## src/design/routerPkg.sv

```systemverilog
package routerPkg;

  // the router inputs are L, N, E, W and S
  localparam int NumPorts = 5;

  localparam int FlitTypeWidth = 3;
  localparam int PktLengthWidth = 12;
  localparam int FlitDataWidth = 32;

  typedef logic [FlitTypeWidth-1:0] FlitType;

  // the length field is also the hold limit in cycles
  typedef logic [PktLengthWidth-1:0] PktLength;

  typedef logic [FlitDataWidth-1:0] FlitData;

  // bit 0 is L, then N, E, W, and bit 4 is S
  typedef logic [NumPorts-1:0] PortMask;

  // only a header flit carries a valid length
  localparam FlitType HeaderFlit = FlitType'(1);

  // in the one-hot state bit 0 is Idle and bits 5:1 line up with PortMask
  typedef enum logic [NumPorts:0] {
    Idle   = 6'b000001,
    GrantL = 6'b000010,
    GrantN = 6'b000100,
    GrantE = 6'b001000,
    GrantW = 6'b010000,
    GrantS = 6'b100000
  } ArbState;

endpackage

```

## src/design/flitPortIf.sv

```systemverilog
interface flitPortIf;

  logic               req;
  routerPkg::FlitType flitType;
  routerPkg::PktLength length;
  routerPkg::FlitData payload;

  modport src (
    output req,
    output flitType,
    output length,
    output payload
  );

  modport arb (
    input req,
    input flitType,
    input length
  );

  // the switch needs req as well to qualify the output valid
  modport sw (
    input req,
    input flitType,
    input payload
  );

endinterface

```

## src/design/flitSwitch.sv

```systemverilog
module flitSwitch (
  input  routerPkg::PortMask grant,
  flitPortIf.sw              portL,
  flitPortIf.sw              portN,
  flitPortIf.sw              portE,
  flitPortIf.sw              portW,
  flitPortIf.sw              portS,
  output logic               outValid,
  output routerPkg::FlitType outFlitType,
  output routerPkg::FlitData outPayload
);

  routerPkg::PortMask req;
  routerPkg::FlitType flitType [routerPkg::NumPorts];
  routerPkg::FlitData payload [routerPkg::NumPorts];

  assign req = {portS.req, portW.req, portE.req, portN.req, portL.req};

  assign flitType[0] = portL.flitType;
  assign flitType[1] = portN.flitType;
  assign flitType[2] = portE.flitType;
  assign flitType[3] = portW.flitType;
  assign flitType[4] = portS.flitType;

  assign payload[0] = portL.payload;
  assign payload[1] = portN.payload;
  assign payload[2] = portE.payload;
  assign payload[3] = portW.payload;
  assign payload[4] = portS.payload;

  assign outValid = |(grant & req);

  // at most one term of this and-or mux survives because grant is one-hot or zero
  always_comb
  begin
    outFlitType = '0;
    outPayload = '0;
    for (int i = 0; i < routerPkg::NumPorts; i++)
    begin
      outFlitType = outFlitType | (flitType[i] & {routerPkg::FlitTypeWidth{grant[i]}});
      outPayload = outPayload | (payload[i] & {routerPkg::FlitDataWidth{grant[i]}});
    end
  end

endmodule

```

## src/design/holdTimer.sv

```systemverilog
module holdTimer (
  input  logic                clk,
  input  logic                rst,
  input  routerPkg::FlitType  flitType,
  input  routerPkg::PktLength length,
  input  logic                run,
  output logic                expired
);

  routerPkg::PktLength limit;
  routerPkg::PktLength count;

  // a header flit on this port reloads the limit, even mid-grant
  always_ff @(posedge clk)
  begin
    if (rst)
    begin
      limit <= '0;
    end
    else if (flitType == routerPkg::HeaderFlit)
    begin
      limit <= length;
    end
  end

  // count only runs while the arbiter keeps this port as holder
  always_ff @(posedge clk)
  begin
    if (rst)
    begin
      count <= '0;
    end
    else if (run)
    begin
      count <= count + 1'b1;
    end
    else
    begin
      count <= '0;
    end
  end

  assign expired = (count == limit);

endmodule

```

## src/design/outputArbiter.sv

```systemverilog
module outputArbiter (
  input  logic               clk,
  input  logic               rst,
  flitPortIf.arb             portL,
  flitPortIf.arb             portN,
  flitPortIf.arb             portE,
  flitPortIf.arb             portW,
  flitPortIf.arb             portS,
  output routerPkg::PortMask grant
);

  routerPkg::ArbState  state;
  routerPkg::ArbState  nextState;
  routerPkg::PortMask  req;
  routerPkg::PortMask  expired;
  routerPkg::PortMask  run;
  routerPkg::FlitType  flitType [routerPkg::NumPorts];
  routerPkg::PktLength length [routerPkg::NumPorts];
  logic                keep;

  assign req = {portS.req, portW.req, portE.req, portN.req, portL.req};

  assign flitType[0] = portL.flitType;
  assign flitType[1] = portN.flitType;
  assign flitType[2] = portE.flitType;
  assign flitType[3] = portW.flitType;
  assign flitType[4] = portS.flitType;

  assign length[0] = portL.length;
  assign length[1] = portN.length;
  assign length[2] = portE.length;
  assign length[3] = portW.length;
  assign length[4] = portS.length;

  for (genvar i = 0; i < routerPkg::NumPorts; i++)
  begin : genTimer
    holdTimer timer (
      .clk      (clk),
      .rst      (rst),
      .flitType (flitType[i]),
      .length   (length[i]),
      .run      (run[i]),
      .expired  (expired[i])
    );
  end

  // drop the Idle bit, so grant is zero in Idle
  assign grant = state[routerPkg::NumPorts:1];

  // the holder stays while it still requests and its timer has not run out
  assign keep = |(grant & req & ~expired);

  // only the kept holder's timer counts
  assign run = keep ? grant : '0;

  always_ff @(posedge clk)
  begin
    if (rst)
    begin
      state <= routerPkg::Idle;
    end
    else
    begin
      state <= nextState;
    end
  end

  always_comb
  begin
    int unsigned holder;
    int unsigned idx;
    logic        found;

    // in Idle, pretend S held the grant so the scan starts at L
    holder = routerPkg::NumPorts - 1;
    for (int i = 0; i < routerPkg::NumPorts; i++)
    begin
      if (grant[i])
      begin
        holder = i;
      end
    end

    found = 1'b0;
    nextState = routerPkg::Idle;
    if (keep)
    begin
      nextState = state;
      found = 1'b1;
    end

    // rotate from just after the holder, which itself comes last
    for (int k = 1; k <= routerPkg::NumPorts; k++)
    begin
      idx = holder + k;
      if (idx >= routerPkg::NumPorts)
      begin
        idx = idx - routerPkg::NumPorts;
      end
      if (!found && req[idx])
      begin
        nextState = routerPkg::ArbState'({routerPkg::PortMask'(1) << idx, 1'b0});
        found = 1'b1;
      end
    end
  end

endmodule

```

## src/design/routerOutput.sv

```systemverilog
module routerOutput (
  input  logic                clk,
  input  logic                rst,
  input  routerPkg::PortMask  req,
  input  routerPkg::FlitType  flitType [routerPkg::NumPorts],
  input  routerPkg::PktLength length [routerPkg::NumPorts],
  input  routerPkg::FlitData  payload [routerPkg::NumPorts],
  output routerPkg::PortMask  grant,
  output logic                outValid,
  output routerPkg::FlitType  outFlitType,
  output routerPkg::FlitData  outPayload
);

  flitPortIf portL ();
  flitPortIf portN ();
  flitPortIf portE ();
  flitPortIf portW ();
  flitPortIf portS ();

  // port order matches the PortMask bits: L, N, E, W, S
  assign {portS.req, portW.req, portE.req, portN.req, portL.req} = req;

  assign portL.flitType = flitType[0];
  assign portN.flitType = flitType[1];
  assign portE.flitType = flitType[2];
  assign portW.flitType = flitType[3];
  assign portS.flitType = flitType[4];

  assign portL.length = length[0];
  assign portN.length = length[1];
  assign portE.length = length[2];
  assign portW.length = length[3];
  assign portS.length = length[4];

  assign portL.payload = payload[0];
  assign portN.payload = payload[1];
  assign portE.payload = payload[2];
  assign portW.payload = payload[3];
  assign portS.payload = payload[4];

  outputArbiter arbiter (
    .clk   (clk),
    .rst   (rst),
    .portL (portL),
    .portN (portN),
    .portE (portE),
    .portW (portW),
    .portS (portS),
    .grant (grant)
  );

  flitSwitch switch (
    .grant       (grant),
    .portL       (portL),
    .portN       (portN),
    .portE       (portE),
    .portW       (portW),
    .portS       (portS),
    .outValid    (outValid),
    .outFlitType (outFlitType),
    .outPayload  (outPayload)
  );

endmodule

```

## config.mk

```make
export PLATFORM = sky130hd
export DESIGN_NAME = routerOutput
export DESIGN_NICKNAME = d
export VERILOG_FILES = /design/src/design/routerPkg.sv /design/src/design/flitPortIf.sv /design/src/design/flitSwitch.sv /design/src/design/holdTimer.sv /design/src/design/outputArbiter.sv /design/src/design/routerOutput.sv
export SDC_FILE = /design/constraint.sdc
export NUM_CORES = 1
export LEC_CHECK = 0
export BUFFER_PORTS_ARGS = -buffer_cell sky130_fd_sc_hd__buf_2
export CAP_MARGIN = 5
export CORE_ASPECT_RATIO = 0.8
export CORE_MARGIN = 10
export CORE_UTILIZATION = 50
export CTS_CLUSTER_SIZE = 40
export DETAILED_ROUTE_END_ITERATION = 10
export PLACE_DENSITY = 0.81
export SLEW_MARGIN = 20
export SYNTH_ARGS = -nofsm -noshare
export SYNTH_HDL_FRONTEND = slang
export SYNTH_SLANG_ARGS = --single-unit
```

## constraint.sdc

```tcl
create_clock -name clk -period 4.8 [get_ports clk]
set_input_delay 0.24 -clock clk [delete_from_list [all_inputs] [get_ports clk]]
set_output_delay 0.24 -clock clk [all_outputs]
set_load 0.02 [all_outputs]
```

## Word level (Yosys, flattened, before mapping)

Cells that the tools add are included.

| operators by class | value |
|---|---|
| add/subtract/negate cells | 15 |
| multipliers | 0 |
| divide/modulo/power cells | 0 |
| $lt $le $gt $ge | 10 |
| eq/ne operators | 11 |
| shifts and indexed selects | 5 |
| mux-type cells | 32 |
| bitwise logic cells | 26 |
| reductions and logical operators | 17 |

Operator list:

| operator | number |
|---|---|
| 32-bit bitwise AND | 5 |
| 32-bit by 3-bit >= comparator with 1-bit output (second input constant) | 5 |
| 32-bit by 4-bit less-than comparator with 1-bit output (second input constant) | 5 |
| 32-bit two-way mux | 5 |
| 1-bit by 32-bit << shifter with 5-bit output (first input constant) | 5 |
| 32-bit by 3-bit subtractor with 32-bit output (second input constant) | 5 |
| 32-bit bitwise OR | 4 |
| 12-bit by 1-bit adder with 12-bit output (second input constant) | 5 |
| 12-bit equality test | 5 |
| 6-bit two-way mux | 6 |
| 3-bit bitwise AND | 5 |
| 1-bit binary-select mux with 3-bit select | 5 |
| 3-bit by 1-bit equality test with 1-bit output (second input constant) | 5 |
| 3-bit two-way mux | 5 |
| 3-bit bitwise OR | 4 |
| 5-bit bitwise AND | 2 |
| 1-bit two-way mux | 10 |
| 2-bit OR reduction | 5 |
| 5-bit OR reduction | 2 |
| 3-bit by 2-bit adder with 4-bit output (second input constant) | 2 |
| 3-bit by 3-bit adder with 4-bit output (second input constant) | 2 |
| 6-bit inequality test (second input constant) | 1 |
| 1-bit logical AND | 5 |
| 1-bit zero test | 5 |
| 4 further kinds | 8 |

| storage, ports and cells | value |
|---|---|
| flip-flop bits (word level) | 126 |
| latch bits | 0 |
| memory bits (writable) | 0 |
| memory bits (read-only) | 0 |
| input port bits | 242 |
| output and inout port bits | 41 |
| word-level logic and storage cells | 127 |
| memories | 0 |

## Depth between registers and ports, before layout

Gate-level depths: netlist of run 1.

| depth | value |
|---|---|
| depth in word-level cells | 24 |
| mapped depth | 17 |
| depth with buffers taken out | 14 |

## By module

Synthesis of run 1 repeated with hierarchy kept, for this count alone.

| second synthesis, totals | value |
|---|---|
| cell total of the unflattened synthesis | 927 |
| area, all modules | 7,917.6 µm² |

By module, submodules not included:

| module | instances | cells each | area an instance (µm²) | seq. area each (µm²) |
|---|---|---|---|---|
| holdTimer | 5 | 113 | 1,073.5 | 480.5 |
| outputArbiter | 1 | 234 | 1,634.1 | 100.1 |
| flitSwitch | 1 | 128 | 915.9 | 0.0 |

## Worst setup path before layout of run 1

Ideal clock, no wire load.

| path | value |
|---|---|
| kind | register to register |
| start point | reg arbiter.state[3] |
| end point | reg arbiter.state[4] |
| arrival | 3.600 ns |
| required time | 4.723 ns |
| slack | 1.124 ns |
| cell stages (with the launch flop) | 13 |
| path buffers | 1 |
| period minus slack after synthesis | 3.676 ns |
| path through | dfxtp_1 buf_2 o21bai_1 inv_2 ha_1 fa_1 o21ai_1 o22a_1 o32a_1 or4b_1 o22ai_1 o21bai_1 a41oi_2 |

| on the way | value |
|---|---|
| cells in the longest elaborated chain, start to end | 22 |
| elaborated cells on any way between the ends | 62 |
| classes of those cells | add/sub (10); order compare (5); eq/ne (1); shift (5); mux (28); bitwise (2); reduce/logical (11) |

Ends and longest elaborated chain:

| item | line | source |
|---|---|---|
| start, declared | outputArbiter.sv:12 | `routerPkg::ArbState state;` |
| start signal, assigned | outputArbiter.sv:60 | `state <= routerPkg::Idle;` |
| start signal, assigned | outputArbiter.sv:64 | `state <= nextState;` |
| 3-bit two-way mux (3 in a row) | outputArbiter.sv:78 | `if (grant[i])` |
| 3-bit by 1-bit adder with 4-bit output | outputArbiter.sv:95 | `idx = holder + k;` |
| 32-bit by 3-bit subtractor with 32-bit output or 32-bit by 3-bit >= comparator with 1-bit output (tied branches) | outputArbiter.sv:98, outputArbiter.sv:96 |  |
| 32-bit two-way mux | outputArbiter.sv:96 | `if (idx >= routerPkg::NumPorts)` |
| 1-bit binary-select mux with 3-bit select | outputArbiter.sv:100 | `if (!found && req[idx])` |
| 1-bit two-way mux (implied by the code) | outputArbiter.sv:100 |  |
| 1-bit logical AND | outputArbiter.sv:100 |  |
| 1-bit two-way mux | outputArbiter.sv:100 |  |
| (+4 left out) | -- |  |
| 1-bit logical AND | outputArbiter.sv:100 |  |
| 1-bit two-way mux | outputArbiter.sv:100 |  |
| 1-bit zero test | outputArbiter.sv:100 |  |
| 1-bit logical AND | outputArbiter.sv:100 |  |
| 1-bit two-way mux | outputArbiter.sv:100 |  |
| 1-bit zero test | outputArbiter.sv:100 |  |
| 1-bit logical AND | outputArbiter.sv:100 |  |
| 6-bit inequality test (no source line) or 6-bit two-way mux (tied branches) | -- |  |

Several ways; a longest one is shown, not always the timed one. The select of a mux whose other input is x is not followed.
A chain may end at the register's enable or synchronous reset.

## Final worst setup path of run 1

| path | value |
|---|---|
| start point | reg arbiter.state[4] |
| end point | reg arbiter.state[1] |

| on the way | value |
|---|---|
| cells in the longest elaborated chain, start to end | 21 |
| elaborated cells on any way between the ends | 61 |
| classes of those cells | add/sub (10); order compare (5); eq/ne (1); shift (5); mux (27); bitwise (2); reduce/logical (11) |

Ends and longest elaborated chain:

| item | line |
|---|---|
| 3-bit two-way mux (2 in a row) | outputArbiter.sv:78 |
| 3-bit by 1-bit adder with 4-bit output | outputArbiter.sv:95 |
| 32-bit by 3-bit subtractor with 32-bit output or 32-bit by 3-bit >= comparator with 1-bit output (tied branches) | outputArbiter.sv:98, outputArbiter.sv:96 |
| 32-bit two-way mux | outputArbiter.sv:96 |
| 1-bit binary-select mux with 3-bit select | outputArbiter.sv:100 |
| 1-bit two-way mux (implied by the code) | outputArbiter.sv:100 |
| 1-bit logical AND | outputArbiter.sv:100 |
| 1-bit two-way mux | outputArbiter.sv:100 |
| (+4 left out) | -- |
| 1-bit logical AND | outputArbiter.sv:100 |
| 1-bit two-way mux | outputArbiter.sv:100 |
| 1-bit zero test | outputArbiter.sv:100 |
| 1-bit logical AND | outputArbiter.sv:100 |
| 1-bit two-way mux | outputArbiter.sv:100 |
| 1-bit zero test | outputArbiter.sv:100 |
| 1-bit logical AND | outputArbiter.sv:100 |
| 6-bit inequality test (no source line) or 6-bit two-way mux (tied branches) | -- |

Several ways; a longest one is shown, not always the timed one. The select of a mux whose other input is x is not followed.

==> results of run 1 <==
==> layer usage <==
metal  global-route usage, %  routed length, um  part of all wire [%]
met5                       0                  0                     0
met4                    11.0                856                   3.2
met3                    7.43               2690                    10
met2                    41.0              12300                    46
met1                    29.5              10900                    41
==> cells by family after synthesis <==
kind of cell,synth area share (%)
XOR/XNOR,13.1
adder cells (fa/ha/maj),3.40
multiplexers,7.81
AO/OA/AOI/OAI,17.0
AND/OR/NAND/NOR,22.2
buffers and inverters,3.48
flip-flops,33.0
==> final cells by class <==
cell class	instances	area (um^2)
Multi-Input combinational cell	726	4840
Antenna cell	1	2.50
Clock buffer	18	439
Inverter	16	60.1
Fill cell	1258	5180
Sequential cell	125	2510
Tap cell	189	236
Timing Repair Buffer	291	1480
Clock inverter	11	168
==> report_power, final <==
group	leakage, nW	switching, mW	internal, mW
combinational	3.32	1.10	0.626
clock	0.294	0.461	0.873
sequential	1.01	0.0383	1.07
total	4.63	1.60	2.57
==> worst min-delay path, stage by stage <==
cell and delay (ns):
buf_2 0.07, mux2i_1 0.05, nor2_1 0.07
==> synthesized netlist by cell type, types with 21 or more instances <==
master | n | area share (%)
nor2_1 | 136 | 6.7
dfxtp_1 | 125 | 33
nand2_1 | 108 | 5.3
xor2_1 | 92 | 11
mux2i_1 | 58 | 7.7
a22oi_1 | 39 | 3.9
nand3_1 | 39 | 2.6
clkbuf_1 | 36 | 1.8
a222oi_1 | 35 | 4.6
and3_1 | 25 | 2.1
a21oi_1 | 24 | 1.6
xnor2_1 | 21 | 2.4
==> stage by stage <==
step | hold WS (ns) | instance area (um^2)
finish | 0.0578 | 9740
global route | 0.0530 | 9740
CTS | 0.0465 | 9720
detailed placement | 0.463 | 9120
global placement | 0.457 | 9120
floorplan | 0.376 | 7580
==> flip-flops by register name (all words and copies together) (netlist names) <==
register and count:
arbiter.genTimer.timer.limit 60, arbiter.state 5, arbiter.genTimer.timer.count 60
==> path summary, 6_finish.rpt <==
kind                                      startpoint                                  to  slack (ns)  cells past startpoint
setup / recovery                    arbiter.state[4]                    arbiter.state[1]        0.84                     10
hold / removal                            length[56]  arbiter.genTimer[0].timer.limit[8]        0.06                      3
setup reg to reg                    arbiter.state[4]                    arbiter.state[1]        0.84                     10
hold reg to reg   arbiter.genTimer[1].timer.limit[5]  arbiter.genTimer[1].timer.limit[5]        0.47                      2
==> impl_metrics.env, run 1 <==
export IMPL_final_core_util_pct=65.3
export IMPL_dp_hpwl_um=20400
export IMPL_path_buf_inv=1
export IMPL_p_leak_nw=4.63
export IMPL_synth_cell_types=66
export IMPL_hold_buffers=0
export IMPL_totalWireLength_um=26800
export IMPL_layout_common_cells="282 x buf_2, 136 x nor2_1, 120 x dfxtp_1"
export IMPL_relSlewSlack_pct=46.6
export IMPL_post_cts_buffers=0
export IMPL_drt_initial_drc_count=837
export IMPL_yosysWarnings=0
export IMPL_arrival_ns=4.25
export IMPL_grt_pass1_wl_um=40600
export IMPL_pre_cts_ws_ns=0.949
export IMPL_cts_max_level=4
export IMPL_finalWorstSetupSlack_ns=0.836
export IMPL_p_total_mw=4.17
export IMPL_clock_path_buffers=2
export IMPL_design_core_area_mm2=0.0149
export IMPL_layout_worst_path_cycle_share_pct=82.6
export IMPL_die_area_mm2=0.0205
export IMPL_port_buffer_count=282
export IMPL_wl_per_cell_um=19.5
export IMPL_ant_nets=0
export IMPL_clkSlewWorstSetupHoldPaths_ns=0.06
export IMPL_synth_cells=919
export IMPL_die_width_um=158
export IMPL_die_h_um=130
export IMPL_cts_root_buf="clkbuf_16"
export IMPL_syn_area_mm2=0.00758
export IMPL_ys_seq_area_share_pct=33.0
export IMPL_dr_pass1_iters=7
export IMPL_grt_use_total_pct=24.9
export IMPL_areaGrowthSynthToFinish_pct=28.5
export IMPL_setup_tns_final_ns=0
export IMPL_rsz0062_at_grt="false"
export IMPL_tritoncts="yes"
export IMPL_syn_area_per_cell_um2=8.25
export IMPL_clock_latency_ns=0.42
export IMPL_antenna_found_initial=1
export IMPL_endpoint_kind="flop"
export IMPL_ir_drop_mv=0.298
export IMPL_finalNetCount=1439
export IMPL_tightest_slew_ns=0.800
export IMPL_avgViaCountPerCell=5.74
export IMPL_fmax_mhz=252
export IMPL_synthArstFlopShare_pct=0
export IMPL_syn_num_nets=1181
export IMPL_pwr_density_cell_mw_per_mm2=428
export IMPL_post_cts_resized=0
export IMPL_gp_congestion=0.947
export IMPL_final_max_slew_viol_count=0
export IMPL_grt_ovfl_total=0
export IMPL_startpoint_type="flop"
export IMPL_fin_cells=1377
export IMPL_setup_viol=0
export IMPL_cts_buffers=17
export IMPL_path_class="reg2reg"
export IMPL_drv_cap=0
export IMPL_grt_max_degree=64
export IMPL_synthFlopType="dfxtp_1"
export IMPL_vias=7900
export IMPL_clock_sinks=125
export IMPL_layout_drive_gt1_share_pct=28.6
export IMPL_drc=0
export IMPL_crit_path_max_fanout=20
export IMPL_io_pins=283
export IMPL_final_common_cell="buf_2"
export IMPL_fin_skew_ns=0.00648
export IMPL_cp_top_family="compound AO/OA/AOI/OAI gates"
export IMPL_status="completed"
export IMPL_initial_utilization_pct=50.8
export IMPL_finalHoldViolCount=0
export IMPL_min_period_ns=3.96
export IMPL_ys_ff_latch=125
export IMPL_dp_cells=1347
export IMPL_grt_pass1_vias=7805
export IMPL_synth_edf_count=0
export IMPL_required_ns=5.08
export IMPL_num_rows=40
export IMPL_max_stage_delay_ns=0.65
export IMPL_cp_slowest_cell="dfxtp_2"
export IMPL_hold_class="in2reg"
export IMPL_cp_cell_sequence="inv_2, a21o_1, ha_1, or4_1, and2_1, o21ai_0, o32a_1, o2111ai_1, o311ai_0, a31oi_1"
No activity file was read; power rests on OpenSTA's default activity.
==> run 2, diff against run 1 <==
--- a/config.mk
+++ b/config.mk
@@ -9,10 +9,10 @@
 export CAP_MARGIN = 5
 export CORE_ASPECT_RATIO = 0.8
 export CORE_MARGIN = 10
-export CORE_UTILIZATION = 50
+export CORE_UTILIZATION = 45
 export CTS_CLUSTER_SIZE = 40
 export DETAILED_ROUTE_END_ITERATION = 10
-export PLACE_DENSITY = 0.81
+export PLACE_DENSITY = 0.77
 export SLEW_MARGIN = 20
 export SYNTH_ARGS = -nofsm -noshare
 export SYNTH_HDL_FRONTEND = slang
==> constraint.sdc (replaced) <==
create_clock -name clk -period 3.57 [get_ports clk]
set_input_delay 0.1785 -clock clk [delete_from_list [all_inputs] [get_ports clk]]
set_output_delay 0.1785 -clock clk [all_outputs]
set_load 0.02 [all_outputs]
==> run 2 against run 1 <==
  * Power is 37% higher
  * Register-to-register slack got worse by 0.66 ns
  * Sequential share of layout area shrank 0.81 points
  * Global-route usage down 1.4 points
  * Via count increased by 2.8%
  * Design area up 3.3%
  * Sequential cell count unchanged
  * Highest routed layer unchanged
==> impl_metrics.env, run 2 (synthesis gave the netlist of run 1 again) <==
export IMPL_reg_largest_list="arbiter.genTimer.timer.count x60, arbiter.genTimer.timer.limit x60, arbiter.state x5"
export IMPL_dp_hpwl_um=21300
export IMPL_required_ns=3.89
export IMPL_layout_worst_path_cycle_share_pct=95.2
export IMPL_finalHoldViolCount=0
export IMPL_switchingPower_mw=2.20
export IMPL_clock_sinks=125
export IMPL_die_area_mm2=0.0225
export IMPL_clkSlewWorstSetupHoldPaths_ns=0.06
export IMPL_fin_skew_ns=0.0108
export IMPL_p_clk_share_pct=30.8
export IMPL_endpoint_kind="flop"
export IMPL_cts_max_level=4
export IMPL_clock_latency_ns=0.41
export IMPL_hold_class="in2reg"
export IMPL_cp_cell_sequence="nand2b_1, a21o_1, inv_2, ha_1, inv_1, or4_1, and2_1, o21ai_0, o32a_1, o2111ai_1, or2_1, a41oi_1"
export IMPL_status="completed"
export IMPL_vias=8121
export IMPL_swShare_pct=38.5
export IMPL_reg2reg_to="arbiter.state[2]"
export IMPL_final_common_cell="buf_2"
export IMPL_grt_ovfl_total=0
export IMPL_setup_viol=0
export IMPL_layout_drive_gt1_share_pct=29.2
export IMPL_die_h_um=136
export IMPL_dr_pass1_iters=5
export IMPL_dp_cells=1395
export IMPL_fmax_mhz=294
export IMPL_drv_cap=0
export IMPL_min_period_ns=3.40
export IMPL_ir_drop_mv=0.349
export IMPL_final_core_util_pct=60.7
export IMPL_antenna_found_initial=2
export IMPL_layout_common_cells="282 x buf_2, 136 x nor2_1, 120 x dfxtp_1"
export IMPL_crit_end="arbiter.state[2]"
export IMPL_initial_utilization_pct=45.8
export IMPL_final_max_slew_viol_count=0
export IMPL_avgViaCountPerCell=5.64
export IMPL_tritoncts="yes"
export IMPL_pwr_density_cell_mw_per_mm2=568
export IMPL_p_total_mw=5.72
export IMPL_multi_input_area_mm2=0.00487
export IMPL_setup_tns_final_ns=0
export IMPL_cts_buffers=17
export IMPL_port_buffer_count=282
export IMPL_finalNetCount=1469
export IMPL_startpoint_type="flop"
export IMPL_grt_pass1_vias=8273
export IMPL_grt_max_degree=63
export IMPL_fin_cells=1441
export IMPL_drt_initial_drc_count=749
export IMPL_cp_startpoint="arbiter.state[3]"
export IMPL_clock_path_buffers=2
export IMPL_pwr_share_comb_pct=43.4
export IMPL_rrSetupSlack_ns=0.17
export IMPL_gp_congestion=0.967
export IMPL_tightest_slew_ns=0.777
export IMPL_n_fill_cell=1468
export IMPL_relSlewSlack_pct=48.1
export IMPL_die_width_um=165
export IMPL_cp_num_cells=12
export IMPL_grt_use_total_pct=23.5
export IMPL_cts_root_buf="clkbuf_16"
export IMPL_drc=0
export IMPL_p_int_mw=3.52
export IMPL_ant_nets=0
export IMPL_path_buf_inv=2
export IMPL_path_class="reg2reg"
export IMPL_max_stage_delay_ns=0.49
export IMPL_sequentialPowerShare_pct=25.7
export IMPL_io_pins=283
export IMPL_cp_slowest_cell="or4_1"
export IMPL_rsz0062_at_grt="false"
export IMPL_r2r_start="arbiter.state[3]"
export IMPL_crit_path_max_fanout=7
export IMPL_p_leak_nw=4.77
export IMPL_cp_top_family="simple AND/OR/NAND/NOR gates"
export IMPL_design_core_area_mm2=0.0166
export IMPL_totalWireLength_um=27800
export IMPL_arrival_ns=3.72
export IMPL_num_rows=42
export IMPL_grt_pass1_wl_um=42800
export IMPL_rr_worst_depth=12
export IMPL_areaGrowthSynthToFinish_pct=32.7
export IMPL_wl_per_cell_um=19.3
export IMPL_seqCellArea_mm2=0.00251
## run 2: cell count changes in the layout (fill, tap and decap cells not counted), moves of 3 or more
cell	before	now
buf_4	9	26
clkbuf_1	0	5
clkinv_2	3	0
clkinv_4	0	3
dlygate4sd3_1	0	13
## run 2: how the worst min path moves through the flow
stage                     slack, ns                                  end  cells after the start  startpoint
after floorplan                0.31   arbiter.genTimer[1].timer.limit[0]                      2  length[36]
after global placement         0.41  arbiter.genTimer[4].timer.limit[11]                      3  length[11]
after detailed placement       0.42   arbiter.genTimer[3].timer.limit[6]                      3  length[18]
after CTS                   0.00002   arbiter.genTimer[2].timer.limit[6]                      3  length[30]
after global routing          0.002  arbiter.genTimer[3].timer.limit[11]                      3  length[23]
final                         0.005   arbiter.genTimer[1].timer.limit[0]                      3  length[36]
## run 2: power groups by stage
stage | clock network (mW) | logic [mW] | registers, mW
floorplan | 0 | 1.57 | 1.50
global placement | 0 | 2.39 | 1.50
detailed placement | 0 | 2.39 | 1.50
CTS | 1.78 | 2.42 | 1.47
global route | 1.84 | 2.70 | 1.47
finish | 1.76 | 2.48 | 1.47
## run 2: timing repair
item / CTS / global route
gates resized for setup: 0 / 5
endpoints found under the setup margin: 0 / 5
hold buffers: 13 / 0
endpoints found under the hold margin: 13 / 0
buffers inserted: 0 / 0
## run 2: layout make-up
cell class                 instances  area share [%]
clock buffer                      24            4.69
timing repair buffer             321            17.3
antenna                            1          0.0249
clock inverter                     8            1.32
multi-input combinational        726            48.4
inverter                          16           0.597
sequential                       125            25.0
tap                              220            2.74
## run 2: layer usage
| metal | GRT usage, % | wire (um) | vias to the layer above |
|---|---|---|---|
| li1 | - | - | 3883 |
| met1 | 29.1 | 11700 | 3834 |
| met2 | 40.3 | 13400 | 368 |
| met3 | 5.35 | 2370 | 36 |
| met4 | 6.14 | 386 | 0 |
| met5 | 0 | 0 | - |
## run 2: stage by stage
step	cell area, um^2	setup slack, ns	hold slack (ns)
6_report	10100	0.171	0.00458
5_1_grt	10100	0.00108	0.00248
4_1_cts	10000	0.200	0.0000228
3_5_place_dp	9290	0.216	0.421
3_3_place_gp	9290	0.216	0.411
2_1_floorplan	7590	0.00123	0.314
## run 2: tightest hold or removal path, cell delays in order
cell,delay (ns)
buf_2,0.09
nand2_1,0.05
a21oi_1,0.05
==> run 3, diff against run 2 <==
--- a/config.mk
+++ b/config.mk
@@ -9,10 +9,10 @@
 export CAP_MARGIN = 5
 export CORE_ASPECT_RATIO = 0.8
 export CORE_MARGIN = 10
-export CORE_UTILIZATION = 45
+export CORE_UTILIZATION = 54
 export CTS_CLUSTER_SIZE = 40
 export DETAILED_ROUTE_END_ITERATION = 10
-export PLACE_DENSITY = 0.77
+export PLACE_DENSITY = 0.87
 export SLEW_MARGIN = 20
 export SYNTH_ARGS = -nofsm -noshare
 export SYNTH_HDL_FRONTEND = slang
==> constraint.sdc (replaced) <==
create_clock -name clk -period 4.2 [get_ports clk]
set_input_delay 0.21 -clock clk [delete_from_list [all_inputs] [get_ports clk]]
set_output_delay 0.21 -clock clk [all_outputs]
set_load 0.02 [all_outputs]
==> run 3 against run 2 <==
  * Power shrank 16%
  * Worst hold slack gained 0.014 ns
  * Worst setup slack gained 0.20 ns
  * Routed wire length shrank 2.1%
  * Die area shrank 15%
  * Non-clock buffer count shrank 19
  * Utilization grew 11 points
  * Clock-buffer cell count shrank 7
  * Largest power group unchanged
==> impl_metrics.env, run 3 (synthesis gave the netlist of run 1 again) <==
export IMPL_status="completed"
export IMPL_required_ns=4.52
export IMPL_drc=0
export IMPL_ant_nets=0
export IMPL_final_max_slew_viol_count=0
export IMPL_avgViaCountPerCell=5.94
export IMPL_grt_max_degree=64
export IMPL_clock_path_buffers=2
export IMPL_clock_latency_ns=0.42
export IMPL_rrSetupSlack_ns=0.37
export IMPL_tritoncts="yes"
export IMPL_post_cts_buffers=0
export IMPL_pwr_density_cell_mw_per_mm2=491
export IMPL_areaGrowthSynthToFinish_pct=29.3
export IMPL_totalWireLength_um=27200
export IMPL_num_rows=38
export IMPL_crit_path_max_fanout=14
export IMPL_dr_pass1_iters=6
export IMPL_arrival_ns=4.15
export IMPL_cp_slowest_cell="or4_1"
export IMPL_final_common_cell="buf_2"
export IMPL_dp_cells=1349
export IMPL_p_leak_nw=4.68
export IMPL_fmax_mhz=261
export IMPL_startpoint_type="flop"
export IMPL_rr_worst_depth=10
export IMPL_rsz0062_at_grt="false"
export IMPL_path_class="reg2reg"
export IMPL_setup_tns_final_ns=0
export IMPL_finalNetCount=1450
export IMPL_die_width_um=152
export IMPL_n_antenna_cell=0
export IMPL_cp_cell_sequence="nand2b_1, a21o_1, ha_1, or4_1, and2_1, mux2i_1, o32a_1, o2111ai_1, or2_1, a41oi_1"
export IMPL_hold_class="in2reg"
export IMPL_setup_viol=0
export IMPL_io_pins=283
export IMPL_clock_sinks=125
export IMPL_cts_root_buf="clkbuf_16"
export IMPL_grt_use_total_pct=26.7
export IMPL_tightest_slew_ns=0.754
export IMPL_r2r_start="arbiter.state[3]"
export IMPL_finalHoldViolCount=0
export IMPL_finalWorstSetupSlack_ns=0.373
export IMPL_post_cts_resized=0
export IMPL_layout_common_cells="282 x buf_2, 136 x nor2_1, 120 x dfxtp_1"
export IMPL_reg_largest_list="arbiter.genTimer.timer.count x60, arbiter.genTimer.timer.limit x60, arbiter.state x5"
export IMPL_die_h_um=126
export IMPL_drt_initial_drc_count=749
export IMPL_min_period_ns=3.83
export IMPL_crit_end="arbiter.state[2]"
export IMPL_layout_worst_path_cycle_share_pct=91.1
export IMPL_grt_pass1_wl_um=43000
export IMPL_die_area_mm2=0.0192
export IMPL_cts_buffers=17
export IMPL_max_stage_delay_ns=0.59
export IMPL_relSlewSlack_pct=49.6
export IMPL_initial_utilization_pct=55.5
export IMPL_n_fill_cell=1078
export IMPL_dp_hpwl_um=20900
export IMPL_vias=8192
export IMPL_drv_cap=0
export IMPL_clkSlewWorstSetupHoldPaths_ns=0.06
export IMPL_wl_per_cell_um=19.7
export IMPL_layout_drive_gt1_share_pct=29.3
export IMPL_grt_pass1_vias=8213
export IMPL_pre_cts_ws_ns=0.499
export IMPL_port_buffer_count=282
export IMPL_ir_drop_mv=0.306
export IMPL_grt_ovfl_total=0
export IMPL_fin_skew_ns=0.0111
export IMPL_hold_buffers=0
export IMPL_p_total_mw=4.81
export IMPL_fin_cells=1380
export IMPL_worstHoldStart="length[30]"
export IMPL_design_core_area_mm2=0.0136
export IMPL_antenna_found_initial=0
export IMPL_cts_max_level=4
export IMPL_gp_congestion=0.937
export IMPL_reg2reg_to="arbiter.state[2]"
export IMPL_endpoint_kind="flop"
export IMPL_cp_startpoint="arbiter.state[3]"
-- run 3: cell count changes in the layout (fill, tap and decap cells not counted), moves of 2 or more --
| cell | before | now |
|---|---|---|
| inv_6 | 1 | 4 |
| clkbuf_1 | 5 | 0 |
| dlygate4sd3_1 | 13 | 0 |
| clkbuf_8 | 2 | 0 |
| buf_4 | 26 | 20 |
| inv_8 | 0 | 5 |
-- run 3: metrics by stage --
stage               area, um^2  utilization (%)  hold slack [ns]
finish                    9800             71.8           0.0189
global route              9800             71.8           0.0237
CTS                       9790             71.7           0.0186
detailed placement        9190             67.3            0.452
global placement          9190             67.3            0.442
floorplan                 7580                -            0.346
-- run 3: critical path, delay by kind of cell, from the launching register on --
kind                       cells  cell delay (ns)
and+or+nand+nor                4             1.40
AOI/OAI and AO/OA              4             1.14
DFF                            1             0.54
adders and majority gates      1             0.46
muxes                          1             0.19
-- run 3: layout make-up --
cell class                 instances  area (um^2)  area share [%]
clock buffer                      17          425            4.34
clock inverter                    14          176            1.80
inverter                          16         60.1           0.613
multi-input combinational        726         4840            49.4
sequential                       125         2510            25.6
tap                              180          225            2.30
timing repair buffer             302         1560            15.9
-- run 3: report_power, final --
part / leakage [nW] / switching, mW / internal (mW)
Clock: 0.295 / 0.609 / 0.899
Sequential: 1.01 / 0.0412 / 1.22
Combinational: 3.37 / 1.29 / 0.750
Total: 4.68 / 1.94 / 2.87
-- run 3: worst min-delay path by stage --
| stage | to | slack, ns | cells past startpoint |
|---|---|---|---|
| 5_1_grt | arbiter.genTimer[1].timer.limit[10] | 0.02 | 3 |
| 3_3_place_gp | arbiter.genTimer[0].timer.limit[6] | 0.44 | 3 |
| 2_1_floorplan | arbiter.genTimer[1].timer.limit[0] | 0.35 | 2 |
| 4_1_cts | arbiter.genTimer[4].timer.limit[9] | 0.02 | 3 |
| 3_5_place_dp | arbiter.genTimer[2].timer.limit[0] | 0.45 | 3 |
| 6_report | arbiter.genTimer[2].timer.limit[6] | 0.02 | 3 |
-- run 3: layer usage --
layer	part of all wire, %	global-route usage [%]	vias to the layer above
met5	0	0	-
met2	46	43.3	431
met4	2.2	8.62	0
met3	9.7	7.41	59
li1	-	-	3852
met1	42	33.7	3850
